--- src/logic/a2_card_pkg.sv ---
package a2_card_pkg;

    // Apple II data bus and card read data
    localparam int CARD_DATA_W = 8;

    // Card audio samples, unsigned
    localparam int CARD_AUDIO_W = 10;

    // Every audio source is widened to this before the sum
    localparam int MIX_EXT_W = 13;

    // Speaker bit lands on the top bit of the widened word
    localparam int SPEAKER_SHIFT = 12;

    // 10-bit card samples move up into the top of the widened word
    localparam int CARD_AUDIO_SHIFT = 3;

    // Signed mixer output word
    localparam int AUDIO_OUT_W = 16;

    // Output-enable switches for the bus drivers
    localparam logic BUS_DATA_OUT_ENABLE = 1'b1; // Card may drive D0-D7
    localparam logic IRQ_OUT_ENABLE = 1'b1;      // Card may pull IRQ low

    // Heartbeat period, half a second at the logic clock
    localparam logic [31:0] LED_PERIOD_CYCLES = 32'd10_000_000;

    // PHI1 and Q3 edge counters, LED shows the top bit
    localparam int EDGE_COUNT_W = 11;

    // ES5503 counter width and the bit shown while it runs
    localparam int ACTIVITY_COUNT_W = 16;
    localparam int ACTIVITY_LED_BIT = 8;

endpackage

--- src/logic/a2_card_top.sv ---
`timescale 1ns/1ps

module a2_card_top #(
    parameter logic [31:0] led_period_cycles = a2_card_pkg::LED_PERIOD_CYCLES
) (
    input  logic                                        clk_logic_w,
    input  logic                                        system_reset_n_w,

    // Raw Apple II bus clocks
    input  logic                                        a2_phi1_i,
    input  logic                                        a2_q3_i,

    // Data bus and card read ports
    input  logic        [a2_card_pkg::CARD_DATA_W-1:0]  a2_d_i,
    input  logic                                        ssc_rd_i,
    input  logic        [a2_card_pkg::CARD_DATA_W-1:0]  ssc_d_i,
    input  logic                                        ssp_rd_i,
    input  logic        [a2_card_pkg::CARD_DATA_W-1:0]  ssp_d_i,
    input  logic                                        mb_rd_i,
    input  logic        [a2_card_pkg::CARD_DATA_W-1:0]  mb_d_i,

    // Card interrupts, active low
    input  logic                                        ssc_irq_n_i,
    input  logic                                        ssp_irq_n_i,
    input  logic                                        mb_irq_n_i,

    // Audio sources
    input  logic                                        speaker_i,
    input  logic        [a2_card_pkg::CARD_AUDIO_W-1:0] ssp_audio_i,
    input  logic        [a2_card_pkg::CARD_AUDIO_W-1:0] mb_audio_l_i,
    input  logic        [a2_card_pkg::CARD_AUDIO_W-1:0] mb_audio_r_i,

    input  logic [a2_card_pkg::ACTIVITY_COUNT_W-1:0]    es5503_count_i,

    output logic        [a2_card_pkg::CARD_DATA_W-1:0]  a2_d_o,
    output logic                                        a2_d_dir_o,
    output logic                                        a2_irq_n_o,
    output logic signed [a2_card_pkg::AUDIO_OUT_W-1:0]  audio_l_o,
    output logic signed [a2_card_pkg::AUDIO_OUT_W-1:0]  audio_r_o,
    output logic                                        led_heartbeat_o,
    output logic                                        led_phi1_o,
    output logic                                        led_2m_o
);

    logic phi1_rise_w;
    logic q3_rise_w;

    // PHI1 into the logic clock domain
    bus_clock_sync u_phi1_sync (
        .clk_logic_w      (clk_logic_w),
        .system_reset_n_w (system_reset_n_w),
        .async_i          (a2_phi1_i),
        .level_o          (),
        .rise_o           (phi1_rise_w),
        .fall_o           ()
    );

    // Q3 is the 2M clock
    bus_clock_sync u_q3_sync (
        .clk_logic_w      (clk_logic_w),
        .system_reset_n_w (system_reset_n_w),
        .async_i          (a2_q3_i),
        .level_o          (),
        .rise_o           (q3_rise_w),
        .fall_o           ()
    );

    card_bus_arbiter u_arbiter (
        .clk_logic_w      (clk_logic_w),
        .system_reset_n_w (system_reset_n_w),
        .a2_d_i           (a2_d_i),
        .ssc_rd_i         (ssc_rd_i),
        .ssc_d_i          (ssc_d_i),
        .ssp_rd_i         (ssp_rd_i),
        .ssp_d_i          (ssp_d_i),
        .mb_rd_i          (mb_rd_i),
        .mb_d_i           (mb_d_i),
        .ssc_irq_n_i      (ssc_irq_n_i),
        .ssp_irq_n_i      (ssp_irq_n_i),
        .mb_irq_n_i       (mb_irq_n_i),
        .a2_d_o           (a2_d_o),
        .a2_d_dir_o       (a2_d_dir_o),
        .a2_irq_n_o       (a2_irq_n_o)
    );

    audio_mixer u_mixer (
        .clk_logic_w      (clk_logic_w),
        .system_reset_n_w (system_reset_n_w),
        .speaker_i        (speaker_i),
        .ssp_audio_i      (ssp_audio_i),
        .mb_audio_l_i     (mb_audio_l_i),
        .mb_audio_r_i     (mb_audio_r_i),
        .audio_l_o        (audio_l_o),
        .audio_r_o        (audio_r_o)
    );

    status_leds #(
        .led_period_cycles (led_period_cycles)
    ) u_leds (
        .clk_logic_w      (clk_logic_w),
        .system_reset_n_w (system_reset_n_w),
        .phi1_rise_i      (phi1_rise_w),
        .q3_rise_i        (q3_rise_w),
        .es5503_count_i   (es5503_count_i),
        .led_heartbeat_o  (led_heartbeat_o),
        .led_phi1_o       (led_phi1_o),
        .led_2m_o         (led_2m_o)
    );

endmodule

--- src/logic/audio_mixer.sv ---
`timescale 1ns/1ps

module audio_mixer (
    input  logic                                        clk_logic_w,
    input  logic                                        system_reset_n_w,
    input  logic                                        speaker_i,
    input  logic        [a2_card_pkg::CARD_AUDIO_W-1:0] ssp_audio_i,
    input  logic        [a2_card_pkg::CARD_AUDIO_W-1:0] mb_audio_l_i,
    input  logic        [a2_card_pkg::CARD_AUDIO_W-1:0] mb_audio_r_i,
    output logic signed [a2_card_pkg::AUDIO_OUT_W-1:0]  audio_l_o,
    output logic signed [a2_card_pkg::AUDIO_OUT_W-1:0]  audio_r_o
);

    logic [a2_card_pkg::MIX_EXT_W-1:0]   spk_ext_w;
    logic [a2_card_pkg::MIX_EXT_W-1:0]   ssp_ext_w;
    logic [a2_card_pkg::MIX_EXT_W-1:0]   mb_l_ext_w;
    logic [a2_card_pkg::MIX_EXT_W-1:0]   mb_r_ext_w;
    logic [a2_card_pkg::AUDIO_OUT_W-1:0] sum_l_w;
    logic [a2_card_pkg::AUDIO_OUT_W-1:0] sum_r_w;

    // Speaker is a single full-scale bit
    always_comb begin
        spk_ext_w = '0;
        spk_ext_w[a2_card_pkg::SPEAKER_SHIFT] = speaker_i;
    end

    // Card samples move up to the top of the widened word
    assign ssp_ext_w  = {ssp_audio_i, {a2_card_pkg::CARD_AUDIO_SHIFT{1'b0}}};
    assign mb_l_ext_w = {mb_audio_l_i, {a2_card_pkg::CARD_AUDIO_SHIFT{1'b0}}};
    assign mb_r_ext_w = {mb_audio_r_i, {a2_card_pkg::CARD_AUDIO_SHIFT{1'b0}}};

    // Three 13-bit unsigned terms fit well below the 16-bit sign bit
    assign sum_l_w =
        {{(a2_card_pkg::AUDIO_OUT_W - a2_card_pkg::MIX_EXT_W){1'b0}}, ssp_ext_w} +
        {{(a2_card_pkg::AUDIO_OUT_W - a2_card_pkg::MIX_EXT_W){1'b0}}, mb_l_ext_w} +
        {{(a2_card_pkg::AUDIO_OUT_W - a2_card_pkg::MIX_EXT_W){1'b0}}, spk_ext_w};

    assign sum_r_w =
        {{(a2_card_pkg::AUDIO_OUT_W - a2_card_pkg::MIX_EXT_W){1'b0}}, ssp_ext_w} +
        {{(a2_card_pkg::AUDIO_OUT_W - a2_card_pkg::MIX_EXT_W){1'b0}}, mb_r_ext_w} +
        {{(a2_card_pkg::AUDIO_OUT_W - a2_card_pkg::MIX_EXT_W){1'b0}}, spk_ext_w};

    always_ff @(posedge clk_logic_w) begin
        if (!system_reset_n_w) begin
            audio_l_o <= '0;
            audio_r_o <= '0;
        end else begin
            audio_l_o <= $signed(sum_l_w); // One sample per cycle, no stall
            audio_r_o <= $signed(sum_r_w);
        end
    end

    // All sources are unsigned, so the mix can never go negative
    a_mix_non_negative: assert property (
        @(posedge clk_logic_w) disable iff (!system_reset_n_w)
        !audio_l_o[a2_card_pkg::AUDIO_OUT_W-1] && !audio_r_o[a2_card_pkg::AUDIO_OUT_W-1]
    );

endmodule

--- src/logic/bus_clock_sync.sv ---
`timescale 1ns/1ps

module bus_clock_sync (
    input  logic clk_logic_w,
    input  logic system_reset_n_w,
    input  logic async_i,
    output logic level_o,
    output logic rise_o,
    output logic fall_o
);

    logic [1:0] sync_q;   // Two-flop synchronizer, bit 1 is the stable one
    logic       filt_q;   // Previous synchronized sample
    logic       level_next_w;

    // Level only moves when two synchronized samples agree
    assign level_next_w = (sync_q[1] == filt_q) ? filt_q : level_o;

    always_ff @(posedge clk_logic_w) begin
        if (!system_reset_n_w) begin
            sync_q  <= 2'b00;
            filt_q  <= 1'b0;
            level_o <= 1'b0;
            rise_o  <= 1'b0;
            fall_o  <= 1'b0;
        end else begin
            sync_q  <= {sync_q[0], async_i};
            filt_q  <= sync_q[1];
            level_o <= level_next_w;
            rise_o  <= level_next_w & ~level_o;  // Aligned with the level change
            fall_o  <= ~level_next_w & level_o;
        end
    end

    // The agreement filter keeps level changes at least two cycles apart
    a_edge_spacing: assert property (
        @(posedge clk_logic_w) disable iff (!system_reset_n_w)
        (rise_o || fall_o) |=> !(rise_o || fall_o)
    );

endmodule

--- src/logic/card_bus_arbiter.sv ---
`timescale 1ns/1ps

module card_bus_arbiter (
    input  logic                                clk_logic_w,
    input  logic                                system_reset_n_w,
    input  logic [a2_card_pkg::CARD_DATA_W-1:0] a2_d_i,
    input  logic                                ssc_rd_i,
    input  logic [a2_card_pkg::CARD_DATA_W-1:0] ssc_d_i,
    input  logic                                ssp_rd_i,
    input  logic [a2_card_pkg::CARD_DATA_W-1:0] ssp_d_i,
    input  logic                                mb_rd_i,
    input  logic [a2_card_pkg::CARD_DATA_W-1:0] mb_d_i,
    input  logic                                ssc_irq_n_i,
    input  logic                                ssp_irq_n_i,
    input  logic                                mb_irq_n_i,
    output logic [a2_card_pkg::CARD_DATA_W-1:0] a2_d_o,
    output logic                                a2_d_dir_o,
    output logic                                a2_irq_n_o
);

    logic any_rd_w;
    logic irq_n_w;

    assign any_rd_w = ssc_rd_i | ssp_rd_i | mb_rd_i;

    // SuperSerial wins, then SuperSprite, then Mockingboard
    always_comb begin
        if (ssc_rd_i) begin
            a2_d_o = ssc_d_i;
        end else if (ssp_rd_i) begin
            a2_d_o = ssp_d_i;
        end else if (mb_rd_i) begin
            a2_d_o = mb_d_i;
        end else begin
            a2_d_o = a2_d_i; // Nobody reads, echo the latched bus
        end
    end

    // High turns the level shifter toward the Apple II
    assign a2_d_dir_o = any_rd_w & a2_card_pkg::BUS_DATA_OUT_ENABLE;

    // Wired-AND of the active-low card interrupts
    assign irq_n_w = ssc_irq_n_i & ssp_irq_n_i & mb_irq_n_i;
    assign a2_irq_n_o = a2_card_pkg::IRQ_OUT_ENABLE ? irq_n_w : 1'b1;

    // A driven bus always carries the byte of a card that is being read
    a_dir_drives_card_data: assert property (
        @(posedge clk_logic_w) disable iff (!system_reset_n_w)
        a2_d_dir_o |-> ((ssc_rd_i && a2_d_o == ssc_d_i)
                     || (ssp_rd_i && a2_d_o == ssp_d_i)
                     || (mb_rd_i && a2_d_o == mb_d_i))
    );

endmodule

--- src/logic/status_leds.sv ---
`timescale 1ns/1ps

module status_leds #(
    parameter logic [31:0] led_period_cycles = a2_card_pkg::LED_PERIOD_CYCLES
) (
    input  logic                                     clk_logic_w,
    input  logic                                     system_reset_n_w,
    input  logic                                     phi1_rise_i,
    input  logic                                     q3_rise_i,
    input  logic [a2_card_pkg::ACTIVITY_COUNT_W-1:0] es5503_count_i,
    output logic                                     led_heartbeat_o,
    output logic                                     led_phi1_o,
    output logic                                     led_2m_o
);

    logic [31:0]                              period_cnt_q;
    logic                                     period_end_w;
    logic [a2_card_pkg::ACTIVITY_COUNT_W-1:0] es_prev_q;
    logic                                     activity_q;
    logic                                     activity_seen_w;
    logic [a2_card_pkg::EDGE_COUNT_W-1:0]     phi1_cnt_q;
    logic [a2_card_pkg::EDGE_COUNT_W-1:0]     q3_cnt_q;

    assign period_end_w = (period_cnt_q == led_period_cycles - 32'd1);

    // Count as it was one cycle ago
    always_ff @(posedge clk_logic_w) begin
        es_prev_q <= es5503_count_i;
    end

    // Includes a change in the very cycle of the update
    assign activity_seen_w = activity_q | (es5503_count_i != es_prev_q);

    always_ff @(posedge clk_logic_w) begin
        if (!system_reset_n_w) begin
            period_cnt_q    <= '0;
            activity_q      <= 1'b0;
            led_heartbeat_o <= 1'b0;
        end else if (period_end_w) begin
            period_cnt_q <= '0;
            activity_q   <= 1'b0;
            if (activity_seen_w) begin
                led_heartbeat_o <= es5503_count_i[a2_card_pkg::ACTIVITY_LED_BIT];
            end else begin
                led_heartbeat_o <= ~led_heartbeat_o; // Idle heartbeat
            end
        end else begin
            period_cnt_q <= period_cnt_q + 32'd1;
            activity_q   <= activity_seen_w;
        end
    end

    // Bus clock activity, one LED toggle per 1024 rising edges
    always_ff @(posedge clk_logic_w) begin
        if (!system_reset_n_w) begin
            phi1_cnt_q <= '0;
            q3_cnt_q   <= '0;
        end else begin
            if (phi1_rise_i) begin
                phi1_cnt_q <= phi1_cnt_q + 1'b1;
            end
            if (q3_rise_i) begin
                q3_cnt_q <= q3_cnt_q + 1'b1;
            end
        end
    end

    assign led_phi1_o = phi1_cnt_q[a2_card_pkg::EDGE_COUNT_W-1];
    assign led_2m_o   = q3_cnt_q[a2_card_pkg::EDGE_COUNT_W-1];

    a_period_in_range: assert property (
        @(posedge clk_logic_w) disable iff (!system_reset_n_w)
        period_cnt_q < led_period_cycles
    );

endmodule

--- config.mk ---
export PLATFORM = sky130hd
export DESIGN_NAME = a2_card_top
export DESIGN_NICKNAME = d
export VERILOG_FILES = /design/src/logic/a2_card_pkg.sv /design/src/logic/a2_card_top.sv /design/src/logic/audio_mixer.sv /design/src/logic/bus_clock_sync.sv /design/src/logic/card_bus_arbiter.sv /design/src/logic/status_leds.sv
export SDC_FILE = /design/constraint.sdc
export NUM_CORES = 1
export LEC_CHECK = 0
export BUFFER_PORTS_ARGS = -buffer_cell sky130_fd_sc_hd__buf_2
export CAP_MARGIN = 20
export CORE_MARGIN = 8
export CORE_UTILIZATION = 55
export DETAILED_ROUTE_END_ITERATION = 12
export HOLD_SLACK_MARGIN = 0.1
export PLACE_DENSITY = 0.8
export SYNTH_ARGS = -nofsm -noshare
export SYNTH_HDL_FRONTEND = slang
export SYNTH_SLANG_ARGS = --single-unit
--- constraint.sdc ---
create_clock -name clk_logic_w -period 5.22 [get_ports clk_logic_w]
set_input_delay 0.522 -clock clk_logic_w [delete_from_list [all_inputs] [get_ports clk_logic_w]]
set_output_delay 0.522 -clock clk_logic_w [all_outputs]
set_load 0.03 [all_outputs]
==> flow_summary.json, run 1 <==
{
  "status": "completed",
  "ant_nets": 0,
  "rsz0062_at_grt": "false",
  "ys_types": 47,
  "synth_flop_cell": "dfxtp_1",
  "instances_no_fill": 787,
  "antennaDiodeCount": 0,
  "arrival_ns": 2.86,
  "grt_pass1_vias": 4207,
  "clockRootBuffer": "clkbuf_8",
  "met2_usage_pct": 31.0,
  "grt.total_usage_pct": 17.6,
  "grt_pass1_wl_um": 18800,
  "cts_made_buffers": 9,
  "vdd_drop_max_mv": 0.153,
  "layout_min_cycle_time_ns": 2.60,
  "die_w_um": 112,
  "fin_crit_sh_pct": 49.8,
  "gr-usage-met3_pct": 5.69,
  "slew_headroom_pct": 38.3,
  "post-route-drc-count": 0,
  "routedWlPerCell_um": 14.2,
  "viasPerCell": 5.18,
  "post_cts_resize_count": 0,
  "ys_ff_latch": 106,
  "routed_wl_um": 11100,
  "finClkSkew_ns": 0.00890,
  "n_fill_cell": 781,
  "leakage_nw": 2.65,
  "synth-simple-area-share_pct": 25.1,
  "worstSetupPathType": "input pin to register",
  "final.setup.tns_ns": 0,
  "postCtsHoldBufs": 0,
  "multi_input_area_sq_mm": 0.00284,
  "numPortBuffers": 125,
  "overflow": 0,
  "seqCellArea_sq_mm": 0.00212,
  "syn-cell-area_sq_mm": 0.00510,
  "finalMaxSlewViolations": 0,
  "hold_viol_final": 0,
  "die_area_sq_mm": 0.0126,
  "synth_top_family_by_area": "simple AND/OR/NAND/NOR gates",
  "ios": 134,
  "vias": 4080,
  "yosys-mux-area-fraction_pct": 3.56,
  "critPathMaxFanout": 4,
  "busiest_layer": "met2",
  "use_met1_pct": 19.9,
  "power_density_mw_per_mm2": 266,
  "synth_fa_ha_area_share_pct": 7.41,
  "fin_nets": 789,
  "antenna_found_initial": 0,
  "tritoncts": "built",
  "clockBufferDepth": 2,
  "cts_max_level": 3,
  "synth.most_common_cell": "dfxtp_1",
  "syn_avg_cell_area_sq_um": 9.21,
  "grt_max_degree": 67,
  "yosys-top-cells-count": "dfxtp_1, nor2_1, and2_1, nand2_1, xnor2_1",
  "yosysTopAreaCell": "dfxtp_1",
  "clk_latency_ns": 0.36,
  "area_delta_synth_final_pct": 16.2,
  "critPathRequiredTime_ns": 5.48,
  "hp-class": "input pin to register",
  "finalSetupViolCount": 0,
  "cts.sinks": 106,
  "dp.cells": 770,
  "fp.dieH_um": 112,
  "layout-drive-gt1-share_pct": 21.6,
  "synth_compound_area_share_pct": 6.57,
  "clk_pin_slew_worst_paths_ns": 0.09,
  "tightest_slew_ns": 0.926,
  "rows": 35,
  "core_sq_mm": 0.00911,
  "postSynthCellCount": 554,
  "async_flop_share_pct": 0,
  "seq_area_frac_synth_pct": 41.6,
  "placed_cell_area_sq_mm": 0.00575,
  "synthTopCellsByArea": "dfxtp_1, ha_1, xnor2_1",
  "drtIter0Drc": 180,
  "fmax_mhz": 384,
  "start_util_pct": 56.0,
  "first_pass_iters": 4,
  "r2r_slack_ns": 3.17,
  "end_kind": "register",
  "post-cts-setup-buffer-count": 0,
  "dp_hpwl_um": 8590,
  "maxCapViolCount": 0,
  "synth_top_area_share_pct": 41.6,
  "final_area_sq_mm": 0.00593,
  "yosysWarnings": 0,
  "synth_edf_count": 0,
  "start_kind": "input pin",
  "synth_xor_area_share_pct": 12.4,
  "gp_congestion": 0.852
}
==> cell type report <==
class                   instances  share of cell area, %
clock buffers                  11                   2.22
clock inverters                 5                  0.528
inverters                       7                  0.443
multi-input cells             421                   47.9
flip-flops and latches        106                   35.8
well taps                     111                   2.34
repair buffers                126                   10.8
==> worst max-delay path: stages <==
cell	delay (ns)
buf_2	0.14
ha_1	0.30
a21o_1	0.16
a21oi_1	0.22
o21ai_1	0.20
nor4bb_1	0.19
or4_1	0.51
ha_1	0.20
ha_1	0.26
and2_1	0.15
==> kinds of logic (layout without fill, tap and decap cells) <==
logic type,after synthesis,after routing
DFF,106,106
other,1,8
and+or+nand+nor,238,238
xor gates and xnor gates,72,72
AOI/OAI and AO/OA,56,56
muxes,18,18
buffers and inverters,34,149
adders and majority gates,29,29
==> where the power goes <==
part | total, W | internal, W | switching, W
clock | 0.000436 | 0.000172 | 0.000264
sequential | 0.000853 | 0.000841 | 0.0000119
combinational | 0.000289 | 0.000114 | 0.000175
total | 0.00158 | 0.00113 | 0.000451
==> sequential cells by signal, summed over array words and instances (netlist names) <==
name and count:
u_q3_sync.level_o 1, u_phi1_sync.level_o 1, u_q3_sync.sync_q 2, u_phi1_sync.rise_o 1
u_leds.led_heartbeat_o 1, u_leds.q3_cnt_q 11, u_phi1_sync.filt_q 1, u_leds.activity_q 1
u_q3_sync.filt_q 1, u_leds.es_prev_q 16, u_leds.phi1_cnt_q 11, u_phi1_sync.sync_q 2
u_mixer.audio_r_o 12, u_mixer.audio_l_o 12, u_q3_sync.rise_o 1, u_leds.period_cnt_q 32
==> cell usage in the layout, fill, tap and decap left out, drive strengths merged, types with 16 or more instances in the layout <==
master / Yosys / final
and2: 45 / 45
a21oi: 19 / 19
o21ai: 16 / 16
nand3: 17 / 17
nor2: 48 / 48
dfxtp: 106 / 106
xor2: 35 / 35
nand2: 44 / 44
mux2i: 17 / 17
ha: 27 / 27
buf: 14 / 126
xnor2: 37 / 37
==> path summary, 6_finish.rpt <==
kind	startpoint	endpoint	depth (start not counted)
max	ssp_audio_i[1]	u_mixer.audio_r_o[13]$_SDFF_PN0_	10
min	es5503_count_i[9]	u_leds.es_prev_q[9]$_DFF_P_	1
max reg2reg	u_leds.period_cnt_q[24]$_SDFF_PP0_	u_leds.period_cnt_q[15]$_SDFF_PP0_	6
min reg2reg	u_phi1_sync.level_o$_SDFF_PN0_	u_phi1_sync.rise_o$_SDFF_PN0_	1
==> metrics by stage <==
step           hold WS (ns)  utilization (%)  setup WS, ns  power, W
6_report              0.284             65.1          2.62   0.00158
3_3_place_gp          0.392             63.1          2.27   0.00115
4_1_cts               0.266             64.9          2.63   0.00159
3_5_place_dp          0.397             63.1          2.23   0.00116
2_1_floorplan         0.385                -          2.60   0.00107
5_1_grt               0.257             65.1          2.53   0.00166
==> routing by layer <==
metal,vias up,part of all wire (%)
li1,2095,-
met1,1868,45
met2,101,48
met3,16,5.4
met4,0,1.8
met5,-,0
Note: power is estimated with default switching activity, not from simulation.
==> run 2: changes to the inputs <==
- ABC_AREA: default -> 1
- CORE_UTILIZATION: 55 -> 54
- PLACE_DENSITY: 0.8 -> 0.78
- clock period: 5.22 -> 2.65 ns (I/O delays scaled with it)
==> run 2 against run 1 <==
Non-clock buffer count increased by 18. Core utilization increased by 1.5 points. Synthesized cell count increased by 38%. Global-route usage increased by 2.7 points. Worst setup slack got worse by 1.9 ns. Sequential power increased by 97%. Sequential share of layout area decreased by 3.3 points. Clock skew decreased by 0.0013 ns. Sequential cell count unchanged. Power increased by 110%. Critical path depth increased by 4. Wire length increased by 21%. Largest power group unchanged.
==> flow_summary.json, run 2 <==
{
  "clk_latency_ns": 0.37,
  "cts_max_level": 3,
  "layout_common_cells": "nand2_1, buf_2, dfxtp_1",
  "r2r_slack_ns": 0.82,
  "core_sq_mm": 0.00982,
  "final.setup.tns_ns": 0,
  "start_kind": "input pin",
  "gp_congestion": 0.877,
  "largest_register_ff_count": 32,
  "synth_edf_count": 0,
  "setup_slack_ns": 0.696,
  "pre_cts_ws_ns": 0.313,
  "worstSetupPathType": "input pin to register",
  "ios": 134,
  "largestRegisters": "u_leds.period_cnt_q x32, u_leds.es_prev_q x16",
  "numPortBuffers": 125,
  "status": "completed",
  "instances_no_fill": 1041,
  "drtIter0Drc": 287,
  "critPathMaxFanout": 4,
  "vdd_drop_max_mv": 0.366,
  "synth_flop_cell": "dfxtp_1",
  "regMostFlops": "u_leds.period_cnt_q",
  "viasPerCell": 5.03,
  "routed_wl_um": 13500,
  "cts_made_buffers": 9,
  "clockBufferDepth": 2,
  "hold_viol_final": 0,
  "async_flop_share_pct": 0,
  "syn-cell-area_sq_mm": 0.00547,
  "syn_avg_cell_area_sq_um": 7.17,
  "grt_pass1_vias": 5150,
  "clk_pin_slew_worst_paths_ns": 0.10,
  "post-route-drc-count": 0,
  "overflow": 0,
  "antennaDiodeCount": 0,
  "synthTopCellsByArea": "dfxtp_1, nand2_1, inv_1",
  "yosysTopAreaCell": "dfxtp_1",
  "power_density_mw_per_mm2": 497,
  "arrival_ns": 2.24,
  "vias": 5241,
  "rsz0062_at_grt": "false",
  "synth_top_area_share_pct": 38.8,
  "die_area_sq_mm": 0.0136,
  "yosys-top-cells-count": "nand2_1, dfxtp_1, inv_1",
  "tritoncts": "built",
  "post_cts_resize_count": 0,
  "ant_nets": 0,
  "finalSetupViolCount": 0,
  "yosysWarnings": 0,
  "power_w": 0.00325,
  "fin_nets": 1021,
  "area_delta_synth_final_pct": 19.5,
  "first_pass_iters": 5,
  "grt.total_usage_pct": 20.3,
  "antenna_found_initial": 1,
  "grt_max_degree": 43,
  "leakage_nw": 3.11,
  "critPathRequiredTime_ns": 2.93,
  "grt_pass1_wl_um": 22300,
  "layout-drive-gt1-share_pct": 18.1,
  "finalMaxSlewViolations": 0,
  "hp-class": "input pin to register",
  "synth.most_common_cell": "nand2_1",
  "fin_util_pct": 66.6,
  "final_common_cell": "nand2_1",
  "fin_crit_sh_pct": 73.7,
  "finClkSkew_ns": 0.00764,
  "end_kind": "register",
  "ys_ff_latch": 106,
  "layout_min_cycle_time_ns": 1.95,
  "clockRootBuffer": "clkbuf_8",
  "routedWlPerCell_um": 13.0,
  "dp_hpwl_um": 10500,
  "cts.sinks": 106,
  "n_fill_cell": 916,
  "start_util_pct": 55.7,
  "rows": 36,
  "fp.dieH_um": 117,
  "maxCapViolCount": 0,
  "dp.cells": 1007,
  "die_w_um": 117,
  "postSynthCellCount": 763,
  "fmax_mhz": 512,
  "ys_types": 43,
  "seq_area_frac_synth_pct": 38.8
}
run 2: cell count changes in the layout (fill, tap and decap cells not counted), moves of 10 or more:
cell           delta
inv_1            +98
a21oi_1          +35
o21ai_0          +31
nor2b_1          -10
xor2_1           -24
mux2i_1          -17
nand2_1         +125
and2_1           -43
nand3_1          +28
xnor2_1          -26
nor2_1           +37
dlygate4sd3_1    +18
run 2: metal layers:
layer | vias to the layer above | GRT usage (%) | routed length, um
met3 | 21 | 7.14 | 975
met5 | - | 0 | 13
li1 | 2720 | - | -
met1 | 2337 | 22.2 | 5610
met2 | 161 | 36.0 | 6700
met4 | 2 | 6.48 | 187
run 2: metrics by stage:
| stage | hold slack (ns) | cell area [sq um] |
|---|---|---|
| after floorplan | 0.293 | 5500 |
| after global placement | 0.384 | 6160 |
| after detailed placement | 0.387 | 6160 |
| after CTS | 0.161 | 6540 |
| after global routing | 0.176 | 6540 |
| final | 0.180 | 6540 |
run 2: where the power goes:
part / internal [W] / switching, W / leakage [nW]
sequential: 0.00166 / 0.0000234 / 0.868
clock: 0.000410 / 0.000570 / 0.104
combinational: 0.000217 / 0.000375 / 2.14
run 2: cell type report:
| type | instances | area, sq um | area share [%] |
|---|---|---|---|
| Clock buffer | 11 | 151 | 2.32 |
| Inverter | 108 | 405 | 6.20 |
| Clock inverter | 5 | 45.0 | 0.689 |
| Timing Repair Buffer | 144 | 813 | 12.4 |
| Tap cell | 133 | 166 | 2.55 |
| Multi-Input combinational cell | 534 | 2830 | 43.3 |
| Sequential cell | 106 | 2120 | 32.5 |
run 2: final timing paths:
| path | cells after the start | to | from |
|---|---|---|---|
| min reg2reg | 2 | u_q3_sync.sync_q[1]$_SDFF_PN0_ | u_q3_sync.sync_q[0]$_SDFF_PN0_ |
| max | 14 | u_mixer.audio_l_o[13]$_SDFF_PN0_ | ssp_audio_i[0] |
| max reg2reg | 7 | u_leds.period_cnt_q[4]$_SDFF_PP0_ | u_leds.period_cnt_q[0]$_SDFF_PP0_ |
| min | 3 | u_leds.period_cnt_q[19]$_SDFF_PP0_ | system_reset_n_w |
run 2: worst max-delay path: stages:
cell and delay [ns]:
buf_2 0.11, ha_1 0.27, fa_1 0.42, nand3_1 0.11, nand2_1 0.09, a21oi_1 0.20
o21ai_0 0.13, nand2_1 0.09, nand2_1 0.05, nand2_1 0.05, nand2_1 0.05, ha_1 0.28
nand2_1 0.07, inv_1 0.04
run 2: cell families after synthesis:
| family | Yosys count | synth area share (%) |
|---|---|---|
| buffers and inverters | 130 | 9.93 |
| AND/OR/NAND/NOR | 363 | 30.0 |
| flip-flops | 106 | 38.8 |
| adder cells (fa/ha/maj) | 29 | 6.91 |
| AO/OA/AOI/OAI | 112 | 10.8 |
| XOR/XNOR | 22 | 3.52 |
| other | 1 | 0.0686 |
run 2: timing repair:
action,in CTS,in global routing
hold buffers,18,0
endpoints found under the hold margin,18,0
endpoints found under the setup margin,0,0
buffers inserted,0,0
==> run 3: changes to the inputs <==
- ABC_AREA: 1 -> 0
- CORE_UTILIZATION: 54 -> 48
- PLACE_DENSITY: 0.78 -> 0.74
- clock period: 2.65 -> 1.7 ns (I/O delays scaled with it)
==> run 3 against run 2 <==
The flow now finishes with violations (setup timing). Clock power is 42% higher. Via count is 13% lower. Worst hold slack worse by 0.042 ns. Critical path type is now register to register. Highest routed layer is now met4.
==> flow_summary.json, run 3 (synthesis results as in run 1) <==
{
  "final_area_sq_mm": 0.00714,
  "layout_common_cells": "buf_2, dfxtp_1, buf_4",
  "antennaDiodeCount": 0,
  "power_w": 0.00519,
  "maxCapViolCount": 0,
  "end_kind": "register",
  "core_sq_mm": 0.0103,
  "cp_slowest_stage_delay_ns": 0.40,
  "cts.sinks": 106,
  "vdd_drop_max_mv": 0.527,
  "drtIter0Drc": 208,
  "grt_pass1_vias": 4797,
  "clk_latency_ns": 0.37,
  "largestRegisters": "u_leds.period_cnt_q x32, u_leds.es_prev_q x16",
  "gp_congestion": 0.798,
  "overflow": 0,
  "vias": 4572,
  "cts_max_level": 3,
  "cts_made_buffers": 9,
  "fin_nets": 888,
  "largest_register_ff_count": 32,
  "status": "complete, but fails checks",
  "rows": 37,
  "grt_pass1_wl_um": 21500,
  "finalMaxSlewViolations": 0,
  "critPathMaxFanout": 7,
  "grt_max_degree": 39,
  "ant_nets": 0,
  "antenna_found_initial": 0,
  "dp_hpwl_um": 9550,
  "worstSetupPathType": "register to register",
  "arrival_ns": 2.10,
  "crit_family": "simple AND/OR/NAND/NOR gates",
  "startpoint": "u_leds.period_cnt_q[12]$_SDFF_PP0_",
  "final_common_cell": "buf_2",
  "viasPerCell": 5.02,
  "hold_ws_ns": 0.138,
  "fin_util_pct": 69.2,
  "setup_slack_ns": -0.126,
  "ios": 134,
  "n_fill_cell": 797,
  "routed_wl_um": 13100,
  "area_delta_synth_final_pct": 40.0,
  "placed_cell_area_sq_mm": 0.00642,
  "post-route-drc-count": 0,
  "clockBufferDepth": 2,
  "clk_pin_slew_worst_paths_ns": 0.10,
  "cp_slowest_cell": "dfxtp_1",
  "pre_cts_ws_ns": -0.556,
  "clockRootBuffer": "clkbuf_8",
  "first_pass_iters": 4,
  "die_w_um": 119,
  "violations": "setup timing",
  "finClkSkew_ns": 0.00628,
  "power_density_mw_per_mm2": 727,
  "rsz0062_at_grt": "true",
  "hold_start": "mb_audio_l_i[0]",
  "fin_crit_sh_pct": 107,
  "start_util_pct": 49.4,
  "hp-class": "input pin to register",
  "fmax_mhz": 548,
  "critPathRequiredTime_ns": 1.97,
  "start_kind": "register",
  "die_area_sq_mm": 0.0142,
  "rr_startpoint": "u_leds.period_cnt_q[12]$_SDFF_PP0_",
  "fp.dieH_um": 119,
  "hold_viol_final": 0,
  "crit_path_cell_trace": "nor4b_1 -> nand4_1 -> nor4_4 -> nand2b_4 -> buf_12 -> buf_16 -> nor2b_1",
  "layout_min_cycle_time_ns": 1.83,
  "grt.total_usage_pct": 18.1,
  "numPortBuffers": 125,
  "regMostFlops": "u_leds.period_cnt_q",
  "layout-drive-gt1-share_pct": 35.7,
  "leakage_nw": 3.20,
  "tritoncts": "built",
  "routedWlPerCell_um": 14.4,
  "crit_buf_inv": 2,
  "finalSetupViolCount": 34
}
run 3: worst paths after layout:
| kind | end | slack [ns] | cells after the start |
|---|---|---|---|
| max | u_leds.period_cnt_q[24]$_SDFF_PP0_ | -0.13 | 7 |
| min reg2reg | u_phi1_sync.rise_o$_SDFF_PN0_ | 0.41 | 1 |
| max reg2reg | u_leds.period_cnt_q[24]$_SDFF_PP0_ | -0.13 | 7 |
| min | u_mixer.audio_l_o[3]$_SDFF_PN0_ | 0.14 | 3 |
run 3: where the power goes:
part / leakage (nW) / switching [W] / internal (W)
sequential: 0.869 / 0.0000318 / 0.00258
combinational: 2.25 / 0.000627 / 0.000561
clock: 0.0827 / 0.000853 / 0.000536
total: 3.20 / 0.00151 / 0.00368
run 3: final cells by class:
class	instances	area (sq um)	area share (%)
inverters	7	26.3	0.368
clock buffers	10	128	1.79
multi-input cells	421	3110	43.6
well taps	136	170	2.38
flip-flops and latches	106	2120	29.7
repair buffers	225	1540	21.5
clock inverters	6	42.5	0.595
run 3: metrics by stage:
stage / TNS, ns / cells
final: -3.47 / 911
after floorplan: -1.01 / 561
after detailed placement: -9.65 / 866
after global placement: -6.83 / 866
after CTS: -2.89 / 908
after global routing: -5.13 / 911
run 3: what timing repair did:
item,4_1_cts,5_1_grt
hold endpoints to repair,19,0
pin swaps,21,14
resized for setup,23,29
hold buffers,19,0
gates cloned,2,1
setup endpoints to repair,37,38
setup buffers,5,2
run 3: per-layer routing:
layer / share of wire, % / wire, um / global-route usage [%]
met1: 41 / 5380 / 19.0
met2: 53 / 6920 / 34.2
met3: 5.0 / 657 / 4.87
met4: 1.1 / 150 / 5.53
met5: 0 / 0 / 0
run 3: worst register-to-register path, stage by stage (launching register included):
cell      delay (ns)
dfxtp_1         0.40
nor4b_1         0.32
nand4_1         0.21
nor4_4          0.28
nand2b_4        0.21
buf_12          0.13
buf_16          0.13
nor2b_1         0.05
